===== config.mk =====
export PLATFORM = sky130hd
export DESIGN_NAME = synctimer_master
export DESIGN_NICKNAME = d
export VERILOG_FILES = /design/src/common/synctimer_pkg.sv /design/src/source/synctimer_timer.sv /design/src/synctimer_master/synctimer_cmd_serializer.sv /design/src/synctimer_master/synctimer_master.sv /design/src/synctimer_master/synctimer_offset_calc.sv
export VERILOG_INCLUDE_DIRS = /design/src /design/src/common
export SDC_FILE = /design/constraint.sdc
export NUM_CORES = 1
export LEC_CHECK = 0
export BUFFER_PORTS_ARGS = -buffer_cell sky130_fd_sc_hd__buf_2
export CAP_MARGIN = 25
export CORE_UTILIZATION = 50
export DETAILED_ROUTE_END_ITERATION = 10
export GPL_TIMING_DRIVEN = 0
export PLACE_DENSITY_LB_ADDON = 0.2
export RECOVER_POWER = 100
export SLEW_MARGIN = 20
export SYNTH_ARGS = -nofsm -noshare
export SYNTH_HDL_FRONTEND = slang
export SYNTH_SLANG_ARGS = --single-unit
export TNS_END_PERCENT = 5

===== constraint.sdc =====
create_clock -name clk -period 27.6 [get_ports clk]
set_input_delay 2.76 -clock clk [delete_from_list [all_inputs] [get_ports clk]]
set_output_delay 2.76 -clock clk [all_outputs]
set_load 0.05 [all_outputs]

===== src/common/synctimer_defs.svh =====
`ifndef SYNCTIMER_DEFS_SVH
`define SYNCTIMER_DEFS_SVH

// time of day counter width in bits
`define SYNC_TIMER_WIDTH    64

// per-node offset estimate width
`define SYNC_OFFSET_WIDTH   24

`define SYNC_MAX_NODES      2

// clock period in ns as a ratio, 10/3 ns for 300 MHz
`define SYNC_NUMERATOR      10
`define SYNC_DENOMINATOR    3

// low-pass filter exponent, weight of new sample is 1/2^(gain+1)
`define SYNC_LPF_GAIN       4

// transmit timestamp latency, two cycles
`define SYNC_TX_CORRECT_NS  6

// flag byte + 8 time bytes + 4 bytes per node
`define SYNC_CMD_LENGTH     (1 + 8 + 4 * `SYNC_MAX_NODES)

`endif


===== src/common/synctimer_pkg.sv =====
`include "synctimer_defs.svh"

package synctimer_pkg;

    typedef enum logic [2:0] {
        SER_IDLE,
        SER_FLAG,
        SER_TIME,
        SER_OFFSET,
        SER_DONE
    } ser_state_e;

    typedef enum logic [2:0] {
        CALC_IDLE,
        CALC_MEASURE,   // between response start and end
        CALC_DELAY,
        CALC_SCALE,
        CALC_UPDATE
    } calc_state_e;

    // which frame field a byte position belongs to
    typedef enum logic [1:0] {
        FIELD_FLAG,
        FIELD_TIME,
        FIELD_OFFSET
    } frame_field_e;

    typedef logic [$clog2(`SYNC_CMD_LENGTH + 1)-1:0] cmd_count_t;
    typedef logic [`SYNC_OFFSET_WIDTH-1:0]            offset_t;
    typedef logic [15:0]                              payload_pos_t;

endpackage


===== src/source/synctimer_timer.sv =====
`include "synctimer_defs.svh"

module synctimer_timer (
    input  logic                         clk,
    input  logic                         reset,
    input  logic [`SYNC_TIMER_WIDTH-1:0] set_time,
    input  logic                         set_valid,
    output logic [`SYNC_TIMER_WIDTH-1:0] current_time
);

    localparam int unsigned TIMER_W  = `SYNC_TIMER_WIDTH;
    localparam int unsigned NUM      = `SYNC_NUMERATOR;
    localparam int unsigned DEN      = `SYNC_DENOMINATOR;
    localparam int unsigned INC_INT  = NUM / DEN;   // whole ns per cycle
    localparam int unsigned INC_FRAC = NUM % DEN;   // leftover in 1/DEN ns
    localparam int unsigned REM_W    = $clog2(2 * DEN);

    logic [REM_W-1:0]   rem_q;
    logic [REM_W-1:0]   rem_sum;
    logic               rem_wrap;
    logic [TIMER_W-1:0] step;

    // fractional part accumulates until it makes a whole ns
    assign rem_sum  = rem_q + REM_W'(INC_FRAC);
    assign rem_wrap = (rem_sum >= REM_W'(DEN));
    assign step     = rem_wrap ? TIMER_W'(INC_INT + 1) : TIMER_W'(INC_INT);

    always_ff @(posedge clk) begin
        if (reset) begin
            current_time <= '0;
            rem_q        <= '0;
        end else if (set_valid) begin
            current_time <= set_time;
            rem_q        <= '0;
        end else begin
            current_time <= current_time + step;
            if (rem_wrap) begin
                rem_q <= rem_sum - REM_W'(DEN);
            end else begin
                rem_q <= rem_sum;
            end
        end
    end

endmodule


===== src/synctimer_master/synctimer_cmd_serializer.sv =====
`include "synctimer_defs.svh"

module synctimer_cmd_serializer (
    input  logic                                          clk,
    input  logic                                          reset,
    input  logic [`SYNC_TIMER_WIDTH-1:0]                  current_time,
    input  logic [`SYNC_MAX_NODES*`SYNC_OFFSET_WIDTH-1:0] offset_time,
    input  logic                                          cmd_tx_start,
    input  logic                                          cmd_tx_override,
    input  logic                                          cmd_tx_correct,
    output logic [7:0]                                    m_cmd_tx_data,
    output logic                                          m_cmd_tx_last,
    output logic                                          m_cmd_tx_valid,
    input  logic                                          m_cmd_tx_ready
);

    import synctimer_pkg::*;

    localparam int unsigned NODES      = `SYNC_MAX_NODES;
    localparam int unsigned OFS_W      = `SYNC_OFFSET_WIDTH;
    localparam int unsigned TIME_BYTES = `SYNC_TIMER_WIDTH / 8;
    localparam int unsigned OFS_BYTES  = NODES * 4;
    localparam int unsigned TIME_IDX_W = $clog2(TIME_BYTES);
    localparam int unsigned OFS_IDX_W  = $clog2(OFS_BYTES);

    localparam cmd_count_t TIME_LAST  = cmd_count_t'(TIME_BYTES);
    localparam cmd_count_t OFS_FIRST  = cmd_count_t'(1 + TIME_BYTES);
    localparam cmd_count_t FRAME_LAST = cmd_count_t'(`SYNC_CMD_LENGTH - 1);

    ser_state_e   state;
    ser_state_e   state_next;
    frame_field_e field;
    cmd_count_t   count;

    logic [7:0]                 flags_q;
    logic [TIME_BYTES-1:0][7:0] time_q;
    logic [OFS_BYTES-1:0][7:0]  ofs_bytes;
    logic [TIME_IDX_W-1:0]      time_idx;
    logic [OFS_IDX_W-1:0]       ofs_idx;
    logic [7:0]                 byte_sel;
    logic                       cke;

    // output register free or being taken this cycle
    assign cke = !m_cmd_tx_valid || m_cmd_tx_ready;

    assign time_idx = TIME_IDX_W'(count - cmd_count_t'(1));
    assign ofs_idx  = OFS_IDX_W'(count - OFS_FIRST);

    // offsets are live, not latched at start
    always_comb begin
        for (int i = 0; i < NODES; i++) begin
            ofs_bytes[i*4 +: 4] = 32'(offset_time[i*OFS_W +: OFS_W]);
        end
    end

    always_comb begin
        case (state)
            SER_FLAG: field = FIELD_FLAG;
            SER_TIME: field = FIELD_TIME;
            default:  field = FIELD_OFFSET;
        endcase

        case (field)
            FIELD_FLAG: byte_sel = flags_q;
            FIELD_TIME: byte_sel = time_q[time_idx];
            default:    byte_sel = ofs_bytes[ofs_idx];
        endcase
    end

    always_comb begin
        case (state)
            SER_FLAG:   state_next = SER_TIME;
            SER_TIME:   state_next = (count == TIME_LAST) ? SER_OFFSET : SER_TIME;
            SER_OFFSET: state_next = (count == FRAME_LAST) ? SER_DONE : SER_OFFSET;
            default:    state_next = SER_IDLE;
        endcase
    end

    always_ff @(posedge clk) begin
        if (reset) begin
            state          <= SER_IDLE;
            m_cmd_tx_valid <= 1'b0;
            m_cmd_tx_last  <= 1'b0;
        end else if (cmd_tx_start) begin
            state   <= SER_FLAG;   // also restarts a running frame
            count   <= '0;
            flags_q <= {6'd0, cmd_tx_override, cmd_tx_correct};
            time_q  <= current_time;
        end else if (cke) begin
            case (state)
                SER_FLAG, SER_TIME, SER_OFFSET: begin
                    m_cmd_tx_data  <= byte_sel;
                    m_cmd_tx_valid <= 1'b1;
                    m_cmd_tx_last  <= (count == FRAME_LAST);
                    count          <= count + cmd_count_t'(1);
                    state          <= state_next;
                end
                SER_DONE: begin
                    m_cmd_tx_valid <= 1'b0;   // last byte accepted
                    m_cmd_tx_last  <= 1'b0;
                    state          <= state_next;
                end
                default: begin
                end
            endcase
        end
    end

endmodule


===== src/synctimer_master/synctimer_master.sv =====
`include "synctimer_defs.svh"

module synctimer_master (
    input  logic                         clk,
    input  logic                         reset,
    input  logic [`SYNC_TIMER_WIDTH-1:0] set_time,
    input  logic                         set_valid,
    output logic [`SYNC_TIMER_WIDTH-1:0] current_time,
    input  logic                         cmd_tx_start,
    input  logic                         cmd_tx_override,
    input  logic                         cmd_tx_correct,
    output logic [7:0]                   m_cmd_tx_data,
    output logic                         m_cmd_tx_last,
    output logic                         m_cmd_tx_valid,
    input  logic                         m_cmd_tx_ready,
    input  logic                         res_rx_start,
    input  logic                         res_rx_end,
    input  synctimer_pkg::payload_pos_t  res_payload_pos,
    input  logic [7:0]                   res_payload_data,
    input  logic                         res_payload_valid
);

    logic [`SYNC_MAX_NODES*`SYNC_OFFSET_WIDTH-1:0] offset_time;

    synctimer_timer u_timer (
        .clk          (clk),
        .reset        (reset),
        .set_time     (set_time),
        .set_valid    (set_valid),
        .current_time (current_time)
    );

    synctimer_offset_calc u_offset_calc (
        .clk               (clk),
        .reset             (reset),
        .current_time      (current_time),
        .cmd_tx_start      (cmd_tx_start),
        .res_rx_start      (res_rx_start),
        .res_rx_end        (res_rx_end),
        .res_payload_pos   (res_payload_pos),
        .res_payload_data  (res_payload_data),
        .res_payload_valid (res_payload_valid),
        .offset_time       (offset_time)
    );

    // next command carries the latest estimates
    synctimer_cmd_serializer u_cmd_serializer (
        .clk             (clk),
        .reset           (reset),
        .current_time    (current_time),
        .offset_time     (offset_time),
        .cmd_tx_start    (cmd_tx_start),
        .cmd_tx_override (cmd_tx_override),
        .cmd_tx_correct  (cmd_tx_correct),
        .m_cmd_tx_data   (m_cmd_tx_data),
        .m_cmd_tx_last   (m_cmd_tx_last),
        .m_cmd_tx_valid  (m_cmd_tx_valid),
        .m_cmd_tx_ready  (m_cmd_tx_ready)
    );

endmodule


===== src/synctimer_master/synctimer_offset_calc.sv =====
`include "synctimer_defs.svh"

module synctimer_offset_calc (
    input  logic                                           clk,
    input  logic                                           reset,
    input  logic [`SYNC_TIMER_WIDTH-1:0]                   current_time,
    input  logic                                           cmd_tx_start,
    input  logic                                           res_rx_start,
    input  logic                                           res_rx_end,
    input  synctimer_pkg::payload_pos_t                    res_payload_pos,
    input  logic [7:0]                                     res_payload_data,
    input  logic                                           res_payload_valid,
    output logic [`SYNC_MAX_NODES*`SYNC_OFFSET_WIDTH-1:0]  offset_time
);

    import synctimer_pkg::*;

    localparam int unsigned OFS_W    = `SYNC_OFFSET_WIDTH;
    localparam int unsigned NODES    = `SYNC_MAX_NODES;
    localparam int unsigned GAIN     = `SYNC_LPF_GAIN;
    localparam int unsigned RX_BYTES = (OFS_W + 7) / 8;
    localparam int unsigned FILT_W   = OFS_W + GAIN + 2;
    localparam int unsigned OFS_POS  = 9;   // first offset byte in payload

    calc_state_e state;

    offset_t now_ofs;
    offset_t tx_stamp;
    offset_t rx_start_stamp;
    offset_t response_time;
    offset_t packet_time;

    logic [RX_BYTES-1:0][7:0] rx_bytes  [NODES];
    offset_t                  rx_offset [NODES];

    offset_t           delay_time    [NODES];
    offset_t           measured_time [NODES];
    logic [FILT_W-1:0] gain_term     [NODES];
    logic [FILT_W-1:0] filtered      [NODES];
    offset_t           offset_q      [NODES];
    logic              offset_first;

    assign now_ofs = offset_t'(current_time);

    // only the low bits matter, all differences are mod 2^OFS_W
    always_ff @(posedge clk) begin
        if (cmd_tx_start) begin
            tx_stamp <= now_ofs - offset_t'(`SYNC_TX_CORRECT_NS);
        end
        if (res_rx_start) begin
            rx_start_stamp <= now_ofs;
            response_time  <= now_ofs - tx_stamp;
        end
        if (res_rx_end) begin
            packet_time <= now_ofs - rx_start_stamp;
        end
    end

    // offset reported by each node, lsb first
    always_ff @(posedge clk) begin
        if (res_payload_valid) begin
            for (int i = 0; i < NODES; i++) begin
                for (int j = 0; j < RX_BYTES; j++) begin
                    if (res_payload_pos == payload_pos_t'(OFS_POS + 4 * i + j)) begin
                        rx_bytes[i][j] <= res_payload_data;
                    end
                end
            end
        end
    end

    always_comb begin
        for (int i = 0; i < NODES; i++) begin
            rx_offset[i] = offset_t'(rx_bytes[i]);
            filtered[i]  = (gain_term[i] + FILT_W'(measured_time[i])) >> (GAIN + 1);
            offset_time[i*OFS_W +: OFS_W] = offset_q[i];
        end
    end

    always_ff @(posedge clk) begin
        if (reset) begin
            state        <= CALC_IDLE;
            offset_first <= 1'b1;
            for (int i = 0; i < NODES; i++) begin
                offset_q[i] <= '0;
            end
        end else begin
            case (state)
                CALC_IDLE: begin
                    if (res_rx_start) begin
                        state <= CALC_MEASURE;
                    end
                end
                CALC_MEASURE: begin
                    if (res_rx_end) begin
                        state <= CALC_DELAY;
                    end
                end
                CALC_DELAY: begin
                    for (int i = 0; i < NODES; i++) begin
                        delay_time[i] <= response_time - rx_offset[i];
                    end
                    state <= CALC_SCALE;
                end
                CALC_SCALE: begin
                    for (int i = 0; i < NODES; i++) begin
                        measured_time[i] <= delay_time[i] + offset_t'(packet_time << 1);
                        // old estimate times (2^(gain+1) - 2)
                        gain_term[i] <= (FILT_W'(offset_q[i]) << (GAIN + 1))
                                        - (FILT_W'(offset_q[i]) << 1);
                    end
                    state <= CALC_UPDATE;
                end
                CALC_UPDATE: begin
                    for (int i = 0; i < NODES; i++) begin
                        if (offset_first) begin
                            offset_q[i] <= measured_time[i] >> 1;   // direct load
                        end else begin
                            offset_q[i] <= offset_t'(filtered[i]);
                        end
                    end
                    offset_first <= 1'b0;
                    state        <= CALC_IDLE;
                end
                default: state <= CALC_IDLE;
            endcase
        end
    end

endmodule


Word-level counts from Yosys, hierarchy flattened
Memory sizes are Yosys's and may differ from the RTL's.
Index checks and enable logic that the tools add are counted.
- multiplexer cells: 63
- equal/unequal tests: 19
- $add $sub $neg: 17
- magnitude comparators: 3
- bitwise gates (word level): 6
- reduce and logical (&&, ||, !) cells: 20
- operator list (kind ; count):
    24-bit two-way mux ; 5
    16-bit by 4-bit equality test with 1-bit output, second input constant ; 6
    24-bit subtractor ; 3
    64-bit by 3-bit adder with 64-bit output ; 1
    64-bit two-way mux ; 1
    29-bit by 25-bit subtractor with 30-bit output ; 2
    29-bit by 24-bit adder with 29-bit output ; 2
    24-bit adder ; 2
    8-bit binary-select mux with 3-bit select ; 2
    1-bit two-way mux ; 39
    24-bit OR reduction ; 1
    24-bit by 3-bit subtractor with 24-bit output, second input constant ; 1
    23-bit subtractor ; 1
    3-bit two-way mux ; 6
    8-bit two-way mux ; 2
    8-bit one-hot mux with 2 select lines ; 1
    3-bit by 2-bit equality test with 1-bit output, second input constant ; 4
    3-bit one-hot mux with 4 select lines ; 1
    5-bit two-way mux ; 2
    3-bit one-hot mux with 3 select lines ; 1
    3-bit by 4-bit less-than comparator with 1-bit output, second input constant ; 2
    2-bit AND reduction ; 4
    2-bit nonzero test ; 4
    3-bit by 1-bit equality test with 1-bit output, second input constant ; 2
    23 further kinds ; 33
- register bits: 249
- memories: 5
- RAM bits: 252
- memory list (name ; depth ; width ; rd ports ; clocked after Yosys merged registers in ; wr ports ; RTL line ; text):
    u_offset_calc.gain_term ; 2 ; 30 ; 2 ; 0 ; 2 ; synctimer_offset_calc.sv:38 ; logic [FILT_W-1:0] gain_term [NODES];
    u_offset_calc.delay_time ; 2 ; 24 ; 2 ; 0 ; 2 ; synctimer_offset_calc.sv:36 ; offset_t delay_time [NODES];
    u_offset_calc.measured_time ; 2 ; 24 ; 2 ; 0 ; 2 ; synctimer_offset_calc.sv:37 ; offset_t measured_time [NODES];
    u_offset_calc.offset_q ; 2 ; 24 ; 2 ; 0 ; 2 ; synctimer_offset_calc.sv:40 ; offset_t offset_q [NODES];
    u_offset_calc.rx_bytes ; 2 ; 24 ; 2 ; 0 ; 1 ; synctimer_offset_calc.sv:33 ; logic [RX_BYTES-1:0][7:0] rx_bytes [NODES];

Longest topological paths before layout
- depth after elaboration: 6
- mapped depth: 18
- mapped depth without buffers: 17

Modules after synthesis
From an unflattened synthesis, not the netlist that was laid out.
- cells, all modules: 2841
- area, all modules: 30158.9 sq um
- modules (own cells, without submodules) (module ; cells an instance ; area an instance (sq um) ; seq. area each (sq um) ; times used):
    synctimer_offset_calc ; 2112 ; 22272.6 ; 10229.8 ; 1
    synctimer_cmd_serializer ; 265 ; 3972.6 ; 2472.4 ; 1
    synctimer_timer ; 464 ; 3913.8 ; 1341.3 ; 1

Least setup slack after synthesis
Ideal clock, no wire load.
- path kind: input -> register
- from: in reset
- to: mem u_offset_calc.gain_term[0][10] (netlist name), enable pin
- cell stages on the path: 3
- buffers on the path: 2
- required time: 26912 ps
- setup time: 688 ps
- slack: 16766 ps
- arrival time: 10147 ps
- path through: clkbuf_1 > buf_1 > nor3_1
- RTL lines (item ; RTL line ; text):
    start, declared ; synctimer_master.sv:5 ; input logic reset,
    end, declared ; synctimer_offset_calc.sv:38 ;

Worst setup path in the final report
- from: in cmd_tx_start
- to: reg u_cmd_serializer.time_q[28] (netlist name), enable pin
- word-level cells in the longest chain between the ends: 1
- RTL lines (item ; RTL line ; text):
    start, declared ; synctimer_master.sv:9 ; input logic cmd_tx_start,
    2-bit AND reduction (no line) ; - ;
    end signal, assigned ; synctimer_cmd_serializer.sv:88 ; time_q <= current_time;
    end, declared ; synctimer_cmd_serializer.sv:36 ; logic [TIME_BYTES-1:0][7:0] time_q;
No other way between the ends.
A chain may end at the register's enable or synchronous reset.

==> flow_metrics.py <==
metrics = {
    "critical_path": {
        "required_ns": 27.84,
        "r2r_slack_ns": 22.88,
        "r2r_end": "u_cmd_serializer.m_cmd_tx_data[4]$_DFFE_PP_",
        "crit_fanout": 29,
        "arrival_ns": 8.03,
        "worstSetupPathType": "in -> reg",
        "r2r-start": "u_cmd_serializer.count[0]$_SDFFCE_PP0P_",
        "cp-start-kind": "input port",
        "ff2ff_path_depth": 12,
        "critPathCaptureType": "flop",
    },
    "run_status": {
        "failed_checks": "max-capacitance violations, max-slew violations",
        "status": "finished with violations",
    },
    "finish": {
        "final_common_cell": "edfxtp_1",
        "area_delta_synth_final_pct": 12.3,
        "drive_gt1_share_pct": 7.60,
        "final_cell_mix": "edfxtp_1, nor2_1, a21oi_1, ha_1, inv_1",
        "nets": 3393,
        "fin_area_um2": 33100,
    },
    "sta": {
        "post-route-min-period_ns": 7.79,
        "finalCritPeriodShare_pct": 28.2,
        "max_freq_mhz": 128,
        "skew_ns": 0.0250,
        "hold_ws_ns": 0.500,
        "hold_viol": 0,
        "finalSetupViolations": 0,
        "rsz0062_at_grt": "false",
        "tightest_slew_ns": 1.95,
        "fin_tns_setup_ns": 0,
        "slew_viol_final": 59,
        "max_slew_margin_pct": -29.9,
        "worst_slack_ns": 19.81,
    },
    "route": {
        "vias": 22408,
        "drt_first_iter_violations": 1545,
        "vias_per_cell": 5.78,
        "ant_nets": 0,
        "drcViolationCount": 0,
        "drt_pass1_iterations": 6,
        "drt_wl_total_um": 81200,
        "wl_per_cell_um": 21.0,
    },
    "hold_path": {
        "min_path_cells": 0,
        "holdCritStartpoint": "u_timer.current_time[63]$_SDFF_PP0_",
        "hold_end": "u_cmd_serializer.time_q[63]$_DFFE_PP_",
        "hp-class": "reg -> reg",
    },
    "power_and_ir_drop": {
        "ir_drop_mv": 0.0551,
        "power_uw": 2340,
        "power_density_nw_per_um2": 70.8,
        "leakage_uw": 0.0131,
    },
    "yosys": {
        "ys_warn_count": 0,
        "ys.flop_type": "edfxtp_1",
        "netlist_area_um2": 29500,
        "muxShareOfSynthArea_pct": 2.83,
        "ys_ff_latch": 493,
        "synthSimpleGateAreaFrac_pct": 12.4,
        "synth_cells": 2809,
        "synth_area_per_cell_um2": 10.5,
        "synth_fa_ha_area_share_pct": 10.2,
        "yosys.area.top_type": "edfxtp_1",
        "synth_cell_types": 84,
        "synth_edf_count": 417,
        "syn_nets": 3142,
        "yosysTopAreaCellShare_pct": 42.5,
        "synth_xor_area_share_pct": 8.62,
        "synth_compound_area_share_pct": 14.6,
        "async_flop_share_pct": 0,
        "synth_top_family_by_area": "compound AO/OA/AOI/OAI gates",
        "synth_seq_area_share_pct": 47.7,
        "yosys-top-cells-area": "edfxtp_1, ha_1, xnor2_1",
    },
    "floorplanning": {
        "rows": 88,
        "initial_core_util_pct": 50.9,
        "coreArea_um2": 57900,
        "die_area_um2": 59900,
        "fp.dieH_um": 245,
        "fp.dieW_um": 245,
        "pin_count": 172,
    },
    "cts": {
        "cts.clk_slew.worst_paths_ns": 0.06,
        "cts_root_buf": "clkbuf_16",
        "h-tree-depth": 2,
        "cts_sinks": 493,
        "cts_setup_buffers": 0,
        "hold_buffers": 0,
        "clk_latency_ns": 0.63,
        "cts_made_buffers": 56,
        "clockBufferDepth": 3,
        "cts_resized": 0,
        "cts_tree": "yes",
    },
    "placed_design": {
        "io_buffers": 170,
        "place_hpwl_um": 63100,
        "place_area_um2": 31500,
        "dp_slack_ns": 21.85,
        "routabilityCongestion": 0.989,
    },
    "grt": {
        "grt_start_max_net_pins": 30,
        "grt_pass1_wl_um": 123000,
        "grt_pass1_vias": 21689,
        "grt_usage_pct": 26.8,
        "grt.overflow.total": 0,
        "antenna_found_initial": 2,
    },
    "run": {
        "drv_cap": 3,
    },
}
synth_stat cells, drive strengths merged, types with 5 or more instances:
library cell and instances:
mux2i 26, a31oi 20, or3 20, mux4 24, a21o 91, fa 7, or4 7, nor4b 7
o311ai 5, buf 18, dfxtp 76, a22oi 7, a2111oi 5, and2 10, o21ai 121, nand2 140
o21bai 26, nand3 63, o21a 31, nor3 45, edfxtp 417, and3 24, nor2b 39, o211ai 5
a21oi 259, o31a 11, and4 8, ha 228, o41ai 5, nor4 15, nor2 315, nand4 25
or2 12, xor2 111, o22ai 10, nand2b 26, clkbuf 62, a211oi 17, xnor2 179, o31ai 17
a21boi 9, inv 205
registers in the layout (all words and copies together), names as in the netlist, 5 cells and up:
| name | count |
|---|---|
| u_offset_calc.measured_time | 46 |
| u_offset_calc.tx_stamp | 24 |
| u_cmd_serializer.m_cmd_tx_data | 8 |
| u_offset_calc.gain_term | 56 |
| u_offset_calc.rx_start_stamp | 23 |
| u_cmd_serializer.time_q | 64 |
| u_offset_calc.delay_time | 46 |
| u_cmd_serializer.count | 5 |
| u_offset_calc.response_time | 24 |
| u_timer.current_time | 64 |
| u_offset_calc.offset_q | 48 |
| u_offset_calc.rx_bytes | 48 |
| u_offset_calc.packet_time | 23 |
critical path, stage by stage:
cell,delay [ns]
clkbuf_1,1.37
clkbuf_1,0.42
nor2b_1,1.52
clkbuf_1,0.95
clkbuf_1,0.98
cells by family (layout without fill, tap and decap cells):
family | after synthesis | after routing
XOR/XNOR | 290 | 290
other | 0 | 2
flip-flops | 493 | 493
AND/OR/NAND/NOR | 768 | 768
multiplexers | 53 | 53
buffers and inverters | 285 | 583
AO/OA/AOI/OAI | 685 | 685
adder cells (fa/ha/maj) | 235 | 235
area by class of cell:
type | count | area, µm²
Clock buffer | 63 | 1440
Antenna cell | 2 | 5.00
Clock inverter | 42 | 454
Tap cell | 765 | 957
Fill cell | 5065 | 24800
Inverter | 205 | 769
Sequential cell | 493 | 14000
Timing Repair Buffer | 193 | 827
Buffer | 80 | 314
Multi-Input combinational cell | 2031 | 14300
worst max path at each step:
stage / start / endpoint / slack, ns / depth (start not counted)
floorplan: reset / u_offset_calc.gain_term[0][10]$_DFFE_PP_ / 16.77 / 3
global placement: reset / u_offset_calc.gain_term[0][1]$_DFFE_PP_ / 12.81 / 4
detailed placement: reset / u_offset_calc.gain_term[0][14]$_DFFE_PP_ / 21.85 / 9
CTS: reset / u_offset_calc.gain_term[0][14]$_DFFE_PP_ / 22.52 / 9
global route: cmd_tx_start / u_cmd_serializer.time_q[14]$_DFFE_PP_ / 19.35 / 5
finish: cmd_tx_start / u_cmd_serializer.time_q[28]$_DFFE_PP_ / 19.81 / 5
report_power, final:
group          switching [µW]  internal, µW  leakage [µW]  total (µW)
Sequential               58.2           901       0.00457         959
Combinational             368           250       0.00767         618
Clock                     321           443      0.000897         764
Total                     747          1590        0.0131        2340
routing by layer:
layer	wire length (µm)	global-route usage, %	vias up
met4	2540	8.55	0
met2	38800	45.5	694
met3	4310	3.12	150
li1	-	-	10735
met5	0	0	-
met1	35600	35.7	10829
per-stage QoR:
stage / util (%) / cells
final: 57.1 / 3874
after global routing: 57.1 / 3874
after CTS: 57.7 / 3872
after detailed placement: 54.5 / 3767
after global placement: 54.0 / 3744
after floorplan: - / 2809
Power figures use the tool's default switching activity.
